File: src/design/dcache_pkg.sv
//**************************************************************************
// Data cache pipeline definitions
// Shared constants, access opcodes and the structs passed between stages
//**************************************************************************

`default_nettype none

package dcache_pkg;

	parameter int VECTOR_LANES = 16;
	parameter int CACHE_LINE_WORDS = 16;
	parameter int CACHE_LINE_BYTES = 64;
	parameter int CACHE_LINE_OFFSET_BITS = 6;
	parameter int NUM_CREGS = 8;
	parameter int THREAD_BITS = 2;

	typedef logic [31:0] scalar_t;
	typedef scalar_t [VECTOR_LANES - 1:0] vector_t;

	// B and S zero-extend, BX and SX sign-extend
	typedef enum logic [2:0]
	{
		MEM_B,
		MEM_BX,
		MEM_S,
		MEM_SX,
		MEM_L,
		MEM_BLOCK,
		MEM_CONTROL_REG
	} mem_op_t;

	typedef struct packed
	{
		mem_op_t op;
		logic is_load;
		logic [THREAD_BITS - 1:0] thread_idx;
		scalar_t addr;
		logic [VECTOR_LANES - 1:0] mask;
		vector_t store_value;
	} mem_request_t;

	typedef struct packed
	{
		mem_request_t req;
		logic [31 - CACHE_LINE_OFFSET_BITS:0] line_idx;
		logic [CACHE_LINE_OFFSET_BITS - 3:0] word_offset;
	} tag_stage_t;

	typedef struct packed
	{
		mem_op_t op;
		logic is_load;
		logic [THREAD_BITS - 1:0] thread_idx;
		logic [CACHE_LINE_OFFSET_BITS - 3:0] word_offset;
		logic [1:0] byte_offset;
	} data_stage_t;

	typedef struct packed
	{
		logic [THREAD_BITS - 1:0] thread_idx;
		logic is_vector;
		vector_t value;
	} mem_result_t;

	// Register order (MSB first) to line byte order and back
	function automatic scalar_t byte_swap(input scalar_t value);
		byte_swap = {value[7:0], value[15:8], value[23:16], value[31:24]};
	endfunction

endpackage

`default_nettype wire

File: src/design/dcache_tag_stage.sv
//**************************************************************************
// Data cache tag stage
// Registers an incoming request and splits its address into line and word
//**************************************************************************

`timescale 1ns/1ps
`default_nettype none

module dcache_tag_stage
(
	input wire logic clk,
	input wire logic reset,
	input wire logic req_valid,
	input wire dcache_pkg::mem_request_t req,
	output logic ts_valid,
	output dcache_pkg::tag_stage_t ts
);

	localparam int OFFSET_BITS = dcache_pkg::CACHE_LINE_OFFSET_BITS;

	always_ff @(posedge clk or posedge reset)
	begin
		if (reset)
			ts_valid <= 1'b0;
		else
			ts_valid <= req_valid;
	end

	// Payload only, qualified by ts_valid
	always_ff @(posedge clk)
	begin
		ts.req <= req;
		ts.line_idx <= req.addr[31:OFFSET_BITS];
		ts.word_offset <= req.addr[OFFSET_BITS - 1:2];
	end

endmodule

`default_nettype wire

File: src/design/dcache_data_stage.sv
//**************************************************************************
// Data cache data stage
// Drives line memory and control registers, squashes on thread rollback
//**************************************************************************

`timescale 1ns/1ps
`default_nettype none

module dcache_data_stage
#(
	parameter int LINE_IDX_BITS = 2
)
(
	input wire logic clk,
	input wire logic reset,
	input wire logic ts_valid,
	input wire dcache_pkg::tag_stage_t ts,
	input wire logic rollback_en,
	input wire logic [dcache_pkg::THREAD_BITS - 1:0] rollback_thread_idx,
	output logic [LINE_IDX_BITS - 1:0] ram_line_idx,
	output logic ram_read_en,
	output logic ram_write_en,
	output logic [dcache_pkg::CACHE_LINE_BYTES * 8 - 1:0] ram_write_data,
	output logic [dcache_pkg::CACHE_LINE_BYTES - 1:0] ram_write_mask,
	output logic creg_read_en,
	output logic creg_write_en,
	output logic [$clog2(dcache_pkg::NUM_CREGS) - 1:0] creg_index,
	output dcache_pkg::scalar_t creg_write_val,
	output logic dd_valid,
	output dcache_pkg::data_stage_t dd
);

	localparam int WORDS = dcache_pkg::CACHE_LINE_WORDS;

	logic squash;
	logic live;
	logic is_creg;
	logic [WORDS - 1:0] word_mask;
	logic [3:0] byte_mask;
	dcache_pkg::scalar_t store_scalar;

	assign squash = rollback_en && rollback_thread_idx == ts.req.thread_idx;
	assign live = ts_valid && !squash;
	assign is_creg = ts.req.op == dcache_pkg::MEM_CONTROL_REG;
	assign store_scalar = ts.req.store_value[0];

	assign ram_line_idx = ts.line_idx[LINE_IDX_BITS - 1:0];
	assign ram_read_en = live && ts.req.is_load && !is_creg;
	assign ram_write_en = live && !ts.req.is_load && !is_creg;

	assign creg_read_en = live && ts.req.is_load && is_creg;
	assign creg_write_en = live && !ts.req.is_load && is_creg;
	assign creg_index = ts.req.addr[$clog2(dcache_pkg::NUM_CREGS) - 1:0];
	assign creg_write_val = store_scalar;

	// Word select, block lanes come in reversed
	always_comb
	begin
		word_mask = '0;
		if (ts.req.op == dcache_pkg::MEM_BLOCK)
		begin
			for (int w = 0; w < WORDS; w++)
				word_mask[w] = ts.req.mask[WORDS - 1 - w];
		end
		else
			word_mask[ts.word_offset] = 1'b1;
	end

	// Bytes within the word plus the replicated store line
	always_comb
	begin
		byte_mask = 4'b1111;
		ram_write_data = {WORDS{dcache_pkg::byte_swap(store_scalar)}};
		case (ts.req.op)
			dcache_pkg::MEM_B, dcache_pkg::MEM_BX:
			begin
				byte_mask = 4'b0001 << ts.req.addr[1:0];
				ram_write_data = {dcache_pkg::CACHE_LINE_BYTES{store_scalar[7:0]}};
			end

			dcache_pkg::MEM_S, dcache_pkg::MEM_SX:
			begin
				byte_mask = ts.req.addr[1] ? 4'b1100 : 4'b0011;
				ram_write_data = {(WORDS * 2){store_scalar[7:0], store_scalar[15:8]}};
			end

			dcache_pkg::MEM_BLOCK:
			begin
				for (int w = 0; w < WORDS; w++)
				begin
					ram_write_data[w * 32 +: 32] =
						dcache_pkg::byte_swap(ts.req.store_value[WORDS - 1 - w]);
				end
			end

			default:
			begin
				byte_mask = 4'b1111;
			end
		endcase
	end

	// Mask bit b covers line byte b
	always_comb
	begin
		for (int b = 0; b < dcache_pkg::CACHE_LINE_BYTES; b++)
			ram_write_mask[b] = word_mask[b / 4] & byte_mask[b % 4];
	end

	always_ff @(posedge clk or posedge reset)
	begin
		if (reset)
			dd_valid <= 1'b0;
		else
			dd_valid <= live;
	end

	always_ff @(posedge clk)
	begin
		dd.op <= ts.req.op;
		dd.is_load <= ts.req.is_load;
		dd.thread_idx <= ts.req.thread_idx;
		dd.word_offset <= ts.word_offset;
		dd.byte_offset <= ts.req.addr[1:0];
	end

endmodule

`default_nettype wire

File: src/design/cache_data_ram.sv
//**************************************************************************
// Line-wide data memory
// Byte-enable writes, full line read registered one cycle later
//**************************************************************************

`timescale 1ns/1ps
`default_nettype none

module cache_data_ram
#(
	parameter int NUM_LINES = 4
)
(
	input wire logic clk,
	input wire logic [$clog2(NUM_LINES) - 1:0] line_idx,
	input wire logic read_en,
	input wire logic write_en,
	input wire logic [dcache_pkg::CACHE_LINE_BYTES * 8 - 1:0] write_data,
	input wire logic [dcache_pkg::CACHE_LINE_BYTES - 1:0] write_mask,
	output logic [dcache_pkg::CACHE_LINE_BYTES * 8 - 1:0] read_data
);

	logic [dcache_pkg::CACHE_LINE_BYTES * 8 - 1:0] lines [NUM_LINES];

	always_ff @(posedge clk)
	begin
		if (write_en)
		begin
			for (int b = 0; b < dcache_pkg::CACHE_LINE_BYTES; b++)
			begin
				if (write_mask[b])
					lines[line_idx][b * 8 +: 8] <= write_data[b * 8 +: 8];
			end
		end

		// Read returns the old line on a same-cycle write
		if (read_en)
			read_data <= lines[line_idx];
	end

endmodule

`default_nettype wire

File: src/design/control_registers.sv
//**************************************************************************
// Control register bank
// Small set of 32-bit registers, cleared on reset, registered read
//**************************************************************************

`timescale 1ns/1ps
`default_nettype none

module control_registers
(
	input wire logic clk,
	input wire logic reset,
	input wire logic read_en,
	input wire logic write_en,
	input wire logic [$clog2(dcache_pkg::NUM_CREGS) - 1:0] index,
	input wire dcache_pkg::scalar_t write_val,
	output dcache_pkg::scalar_t read_val
);

	dcache_pkg::scalar_t regs [dcache_pkg::NUM_CREGS];

	always_ff @(posedge clk or posedge reset)
	begin
		if (reset)
		begin
			for (int i = 0; i < dcache_pkg::NUM_CREGS; i++)
				regs[i] <= '0;
			read_val <= '0;
		end
		else
		begin
			if (write_en)
				regs[index] <= write_val;
			if (read_en)
				read_val <= regs[index];
		end
	end

endmodule

`default_nettype wire

File: src/design/dcache_writeback.sv
//**************************************************************************
// Data cache writeback stage
// Picks load data from the line or control registers and extends it
//**************************************************************************

`timescale 1ns/1ps
`default_nettype none

module dcache_writeback
(
	input wire logic clk,
	input wire logic reset,
	input wire logic dd_valid,
	input wire dcache_pkg::data_stage_t dd,
	input wire logic [dcache_pkg::CACHE_LINE_BYTES * 8 - 1:0] ram_read_data,
	input wire dcache_pkg::scalar_t creg_read_data,
	output logic result_valid,
	output dcache_pkg::mem_result_t result
);

	localparam int WORDS = dcache_pkg::CACHE_LINE_WORDS;

	dcache_pkg::scalar_t load_word;
	logic [7:0] load_byte;
	logic [15:0] load_half;
	dcache_pkg::vector_t load_value;

	// Word back in register order, byte 0 is the MSB
	assign load_word = dcache_pkg::byte_swap(ram_read_data[dd.word_offset * 32 +: 32]);
	assign load_byte = load_word[31 - dd.byte_offset * 8 -: 8];
	assign load_half = dd.byte_offset[1] ? load_word[15:0] : load_word[31:16];

	always_comb
	begin
		load_value = '0;
		case (dd.op)
			dcache_pkg::MEM_B:
				load_value[0] = {24'd0, load_byte};
			dcache_pkg::MEM_BX:
				load_value[0] = {{24{load_byte[7]}}, load_byte};
			dcache_pkg::MEM_S:
				load_value[0] = {16'd0, load_half};
			dcache_pkg::MEM_SX:
				load_value[0] = {{16{load_half[15]}}, load_half};
			dcache_pkg::MEM_BLOCK:
			begin
				for (int k = 0; k < WORDS; k++)
				begin
					load_value[k] =
						dcache_pkg::byte_swap(ram_read_data[(WORDS - 1 - k) * 32 +: 32]);
				end
			end
			dcache_pkg::MEM_CONTROL_REG:
				load_value[0] = creg_read_data;
			default:
				load_value[0] = load_word;
		endcase
	end

	// Stores retire silently
	always_ff @(posedge clk or posedge reset)
	begin
		if (reset)
			result_valid <= 1'b0;
		else
			result_valid <= dd_valid && dd.is_load;
	end

	always_ff @(posedge clk)
	begin
		result.thread_idx <= dd.thread_idx;
		result.is_vector <= dd.op == dcache_pkg::MEM_BLOCK;
		result.value <= load_value;
	end

endmodule

`default_nettype wire

File: src/design/dcache_pipeline.sv
//**************************************************************************
// Data cache pipeline top
// Tag, data and writeback stages around the line memory and control regs
//**************************************************************************

`timescale 1ns/1ps
`default_nettype none

module dcache_pipeline
#(
	parameter int NUM_LINES = 4
)
(
	input wire logic clk,
	input wire logic reset,
	input wire logic req_valid,
	input wire dcache_pkg::mem_request_t req,
	input wire logic rollback_en,
	input wire logic [dcache_pkg::THREAD_BITS - 1:0] rollback_thread_idx,
	output logic result_valid,
	output dcache_pkg::mem_result_t result
);

	localparam int LINE_IDX_BITS = $clog2(NUM_LINES);
	localparam int LINE_BITS = dcache_pkg::CACHE_LINE_BYTES * 8;

	logic ts_valid;
	dcache_pkg::tag_stage_t ts;
	logic dd_valid;
	dcache_pkg::data_stage_t dd;

	logic [LINE_IDX_BITS - 1:0] ram_line_idx;
	logic ram_read_en;
	logic ram_write_en;
	logic [LINE_BITS - 1:0] ram_write_data;
	logic [dcache_pkg::CACHE_LINE_BYTES - 1:0] ram_write_mask;
	logic [LINE_BITS - 1:0] ram_read_data;

	logic creg_read_en;
	logic creg_write_en;
	logic [$clog2(dcache_pkg::NUM_CREGS) - 1:0] creg_index;
	dcache_pkg::scalar_t creg_write_val;
	dcache_pkg::scalar_t creg_read_data;

	dcache_tag_stage u_tag_stage (
		.clk(clk), .reset(reset), .req_valid(req_valid), .req(req),
		.ts_valid(ts_valid), .ts(ts));

	dcache_data_stage #(.LINE_IDX_BITS(LINE_IDX_BITS)) u_data_stage (
		.clk(clk), .reset(reset), .ts_valid(ts_valid), .ts(ts),
		.rollback_en(rollback_en), .rollback_thread_idx(rollback_thread_idx),
		.ram_line_idx(ram_line_idx), .ram_read_en(ram_read_en),
		.ram_write_en(ram_write_en), .ram_write_data(ram_write_data),
		.ram_write_mask(ram_write_mask), .creg_read_en(creg_read_en),
		.creg_write_en(creg_write_en), .creg_index(creg_index),
		.creg_write_val(creg_write_val), .dd_valid(dd_valid), .dd(dd));

	cache_data_ram #(.NUM_LINES(NUM_LINES)) u_data_ram (
		.clk(clk), .line_idx(ram_line_idx), .read_en(ram_read_en),
		.write_en(ram_write_en), .write_data(ram_write_data),
		.write_mask(ram_write_mask), .read_data(ram_read_data));

	control_registers u_cregs (
		.clk(clk), .reset(reset), .read_en(creg_read_en),
		.write_en(creg_write_en), .index(creg_index),
		.write_val(creg_write_val), .read_val(creg_read_data));

	dcache_writeback u_writeback (
		.clk(clk), .reset(reset), .dd_valid(dd_valid), .dd(dd),
		.ram_read_data(ram_read_data), .creg_read_data(creg_read_data),
		.result_valid(result_valid), .result(result));

endmodule

`default_nettype wire

File: config.mk
export PLATFORM = sky130hd
export DESIGN_NAME = dcache_pipeline
export DESIGN_NICKNAME = d
export VERILOG_FILES = /design/src/design/dcache_pkg.sv /design/src/design/dcache_tag_stage.sv /design/src/design/dcache_data_stage.sv /design/src/design/cache_data_ram.sv /design/src/design/control_registers.sv /design/src/design/dcache_writeback.sv /design/src/design/dcache_pipeline.sv
export SDC_FILE = /design/constraint.sdc
export NUM_CORES = 2
export LEC_CHECK = 0
export ABC_AREA = 1
export BUFFER_PORTS_ARGS = -buffer_cell sky130_fd_sc_hd__buf_2
export CAP_MARGIN = 20
export CORE_UTILIZATION = 38
export CTS_CLUSTER_SIZE = 25
export DETAILED_ROUTE_END_ITERATION = 16
export PLACE_DENSITY_LB_ADDON = 0.25
export SETUP_SLACK_MARGIN = 0.15
export SYNTH_ARGS = -nofsm -noshare
export SYNTH_HDL_FRONTEND = slang
export SYNTH_HIERARCHICAL = 1
export SYNTH_SLANG_ARGS = --single-unit
File: constraint.sdc
create_clock -name clk -period 26 [get_ports clk]
set_input_delay 5.2 -clock clk [delete_from_list [all_inputs] [get_ports clk]]
set_output_delay 5.2 -clock clk [all_outputs]
set_load 0.01 [all_outputs]
Word level (Yosys, flattened, before mapping)
Memories as Yosys holds them, arrays and structs flattened. A register that Yosys moved wholly into a read port is not among the register bits.
Index checks and enable logic that the tools add are counted.
Word-level totals
  output and inout bits: 516
  input bits: 572
  logic and storage cells: 367
  memories kept: 1
  memory bits (writable): 2048
  register bits: 1361
Operators by class
  bitwise operators: 65
  multiplexer cells: 206
  shift-type cells: 3
  magnitude comparators: 4
  add/sub/neg operators: 1
  reduce and logical (&&, ||, !) cells: 18
  eq/ne operators: 11
Memory list
  u_data_ram.lines: words 4, width 512, rd ports 1, clocked after memory_dff 1, wr ports 1, RTL line cache_data_ram.sv:23  | logic [dcache_pkg::CACHE_LINE_BYTES * 8 - 1:0] lines [NUM_LINES];
Operators by type and width (count)
  one-hot mux 504 bit (3 select lines): 1
  indexed part select 512 x 10 -> 32 bit: 1
  bitwise mux 256 bit: 1
  two-way mux 1 bit: 193
  one-hot mux 32 bit (6 select lines): 1
  binary-select mux 32 bit (select 3 bit): 1
  demux 32 bit (select 3 bit): 1
  two-way mux 32 bit: 3
  AND 1 bit: 64
  indexed part select 39 x 33 -> 8 bit: 1
  two-way mux 16 bit: 2
  equality test 3 x 2 -> 1 bit, second input constant: 4
  equality test 3 bit, second input constant: 4
  logical AND 1 bit: 11
  one-hot mux 4 bit (2 select lines): 1
  equality test 3 x 1 -> 1 bit, second input constant: 2
  zero test 3 bit: 2
  subtractor 5 x 5 -> 6 bit, first input constant: 1
  less-than comparator 4 x 5 -> 1 bit, second input constant: 1
  demux 1 bit (select 4 bit): 1
  greater-or-equal comparator 4 x 1 -> 1 bit, second input constant: 1
  greater-or-equal comparator 4 bit, second input constant: 1
  less-than comparator 4 x 1 -> 1 bit, second input constant: 1
  two-way mux 4 bit: 1
  other kinds (5): 8

Logic depth before layout (Yosys ltp)
  word-level depth: 9
  mapped depth: 13
  depth with buffers taken out: 10

By module
The synthesis kept the hierarchy.
By module, submodules not included
  cache_data_ram: cells an instance 7865, instances 1, sequential area each 76873.7 sq um, area an instance 97224.5 sq um
  dcache_writeback: cells an instance 2813, instances 1, sequential area each 10334.9 sq um, area an instance 20139.3 sq um
  control_registers: cells an instance 1716, instances 1, sequential area each 7206.9 sq um, area an instance 13228.9 sq um
  dcache_tag_stage: cells an instance 598, instances 1, sequential area each 11355.9 sq um, area an instance 11584.9 sq um
  dcache_data_stage: cells an instance 1400, instances 1, sequential area each 265.3 sq um, area an instance 6155.9 sq um

Least setup slack after synthesis
No wires, ideal clock.
  kind: input to register
  from: in rollback_thread_idx[0] in the netlist's numbering
  to: reg u_data_ram/read_data[0] in the netlist's numbering (read register of u_data_ram.lines), enable pin
  path slack: -2.265 ns
  data required time: 24.602 ns
  setup time: 1.398 ns
  arrival: 26.866 ns
  path buffers: 0
  cell stages on the path: 5
  cells stage by stage: inv_1 > or2_2 > nand3_1 > nand3_1 > nor2_1
On the way
  cells in the longest elaborated chain, start to end: 6
Ends and longest elaborated chain
  start: declaration: RTL line dcache_pipeline.sv:19  | input wire logic [dcache_pkg::THREAD_BITS - 1:0] rollback_thread_idx,
  equality test 2 bit: RTL line dcache_data_stage.sv:42  | assign squash = rollback_en && rollback_thread_idx == ts.req.thread_idx;
  logical AND 1 bit: RTL line dcache_data_stage.sv:42
  zero test 1 bit: RTL line dcache_data_stage.sv:43  | assign live = ts_valid && !squash;
  logical AND 1 bit: RTL line dcache_data_stage.sv:43
  logical AND 1 bit (2 in a row): RTL line dcache_data_stage.sv:48  | assign ram_read_en = live && ts.req.is_load && !is_creg;
  named net ram_read_en: RTL line dcache_pipeline.sv:33  | logic ram_read_en;
  end: declaration: RTL line cache_data_ram.sv:20  | output logic [dcache_pkg::CACHE_LINE_BYTES * 8 - 1:0] read_data
The timed path passes the listed nets, and every way through them passes these cells.
A chain may end at the register's enable or synchronous reset.

Worst setup path after layout
  from: in rollback_thread_idx[0] in the netlist's numbering
  to: reg u_data_ram/read_data[248] in the netlist's numbering (read register of u_data_ram.lines), enable pin
Same word-level chain as after synthesis.

==> results.md <==
* CP max stage cell: buf_4
* DR pass1 iterations at 6
* Starting density of the core at 38.2%
* Tmin final at 10.33 ns
* Critical path arrival at 10.93 ns
* Number of max-cap violations at 0
* First-pass GRT wire length at 753,000 um
* Crit path max-delay family: buffers and inverters
* H-tree levels at 5
* Avg WL per Cell at 27.0 um
* Setup CP Type: in2reg
* Post-Route WL at 562,000 um
* DIE AREA at 391,000 um2
* Vias at 103,786
* Worst setup margin at 15.67 ns
* Syn Area/Cell at 10.3 um2
* Clock-pin slew on the worst setup and hold paths at 0.06 ns
* Setup-failing EPs final at 0
* RSZ-0062 raised after global routing: no
* Final Total Pwr at 0.0140 W
* Clock buffer depth at 4
* Final nets at 15,751
* CP dominant cell by count: buf_4
* Vias/cell at 5.00
* GR Util All Layers at 27.9%
* CORE AREA at 386,000 um2
* Row cnt at 228
* Share of cells above drive strength 1 at 12.6%
* Status: complete, no violations
* Num CTS Buffers at 409
* Hold Crit Class: reg2reg
* CTS tree: done
* Worst slew margin at 10.6%
* Mapped Cells at 14,339
* Final clock skew at 0.0659 ns
* Post-CTS Repair Setup Buffers at 0
* Slowest stage delay, CP at 0.85 ns
* Hold Buf Count CTS at 0
* Syn Nets at 14,911
* CP Cell Sequence: buf_2 > inv_1 > or2_2 > nand3_1 > nand3_1 > nor2_4 > buf_4 > buf_4 > buf_4 > buf_4 > buf_4
* Io pins at 1,088
* Die Y at 625 um
* CP endpoint kind: flop
* Fmax at 96.8 MHz
* Final global-route overflow total at 0
* Clk_lat worst skew at 1.01 ns
* Register-to-register setup slack at 19.70 ns
* Die width at 625 um
* CP Data Required Time at 26.60 ns
* GPL Wtd Cong at 0.918
* Max Slew Vio Count at 0
* Clk root buf: clkbuf_16
* Synth-to-layout area growth at 16.0%
* Slew at the pin closest to its max-slew limit at 1.34 ns
* Drt drc at 0
* Clk sinks at 3,920
* Crit Path Max Fanout at 59
* Final period utilization at 39.7%
* Number of buffers and inverters on the critical path at 7
* Post-synthesis cell area at 148,000 um2
* I/O Buffers at 1,063
* Syn. warnings at 6
* Placed wire-length estimate at 383,000 um
* Vias in the first global route at 95,336
* Startpoint Class: primary input
* Max rail drop VDD at 62.2 uV
* Final Hold Vio Count at 0
* Post-CTS Resized at 0
* Initial antenna violation count at 89
* Leakage at 74.7 nW
* Pin count of the biggest net entering global routing at 170
* Fillers at 36,720
* PwrDens at 81.7 nW/um2
* Pre-CTS setup slack at 14.51 ns
* DR iter-0 viols at 11,776
* Antenna Nets Post-Route at 0
* Sum of negative setup slack at 0 ns
sequential cells by signal (all words and copies together), names as in the netlist:
signal,flops
u_data_ram/lines,2048
u_tag_stage/ts,542
u_writeback/result,515
u_data_ram/read_data,512
u_cregs/regs,256
u_cregs/read_val,32
u_data_stage/dd,12
u_data_stage/dd_valid,1
u_tag_stage/ts_valid,1
u_writeback/result_valid,1
worst register-to-register path, stage by stage, from the launching register on:
cell	delay, ns
dfxtp_1	0.32
or2_2	0.29
nand3_1	0.13
nand3_1	0.31
nor2_4	0.56
buf_4	0.78
buf_4	0.91
buf_4	0.88
buf_4	0.84
buf_4	0.88
where the power goes:
| group | switching, W | internal [W] |
|---|---|---|
| sequential | 0.000117 | 0.00684 |
| clock | 0.00253 | 0.00353 |
| combinational | 0.000773 | 0.000207 |
| total | 0.00342 | 0.0106 |
final cells by class:
cell class                 instances  area, um2  area share, %
clock buffer                     593      12200           7.14
clock inverter                   175       1920           1.12
tap                             5175       6470           3.78
antenna                           64        160         0.0935
inverter                         867       3310           1.93
multi-input combinational       8773      35000           20.4
timing repair buffer            1208       6570           3.84
sequential                      3920     106000           61.6
cells in the final DEF (no fill, tap or decap), types with 84 or more instances in the layout:
cell and instances:
inv_1 853, buf_4 133, nand3_1 497, nor2_1 956, o21ai_0 354, dfxtp_1 1063
dfrtp_1 291, nand2_1 6655, clkbuf_16 442, edfxtp_1 2560, a21oi_1 84, buf_2 1063
worst paths after layout:
check / endpoint / start / cells past startpoint
max in group asynchronous: u_cregs/regs[129]$_DFFE_PP0P_ / reset / 4
worst min register to register: u_writeback/result[514]$_DFF_P_ / u_data_stage/dd[7]$_DFF_P_ / 0
worst max register to register: u_data_ram/read_data[248]$_DFFE_PP_ / u_tag_stage/ts[590]$_DFF_P_ / 9
worst max-delay path: u_data_ram/read_data[248]$_DFFE_PP_ / rollback_thread_idx[0] / 11
worst min-delay path: u_writeback/result[514]$_DFF_P_ / u_data_stage/dd[7]$_DFF_P_ / 0
min in group asynchronous: u_writeback/result_valid$_DFF_PP0_ / reset / 2
routing by layer:
metal	global-route usage, %	vias to the layer above	wire length (um)
li1	-	47509	-
met1	35.7	50238	215000
met5	0	-	144
met4	19.0	22	43100
met2	43.2	4915	253000
met3	5.19	1102	50100
through the flow:
| stage | utilization, % | hold WS (ns) | std cells | area [um2] |
|---|---|---|---|---|
| after floorplan | - | 0.310 | 14339 | 148000 |
| after global placement | 40.6 | 0.310 | 19941 | 157000 |
| after detailed placement | 40.6 | 0.316 | 19942 | 157000 |
| after CTS | 44.3 | 0.327 | 20710 | 171000 |
| after global routing | 44.3 | 0.328 | 20745 | 171000 |
| final | 44.3 | 0.324 | 20775 | 171000 |
No activity file was read; power rests on OpenSTA's default activity.
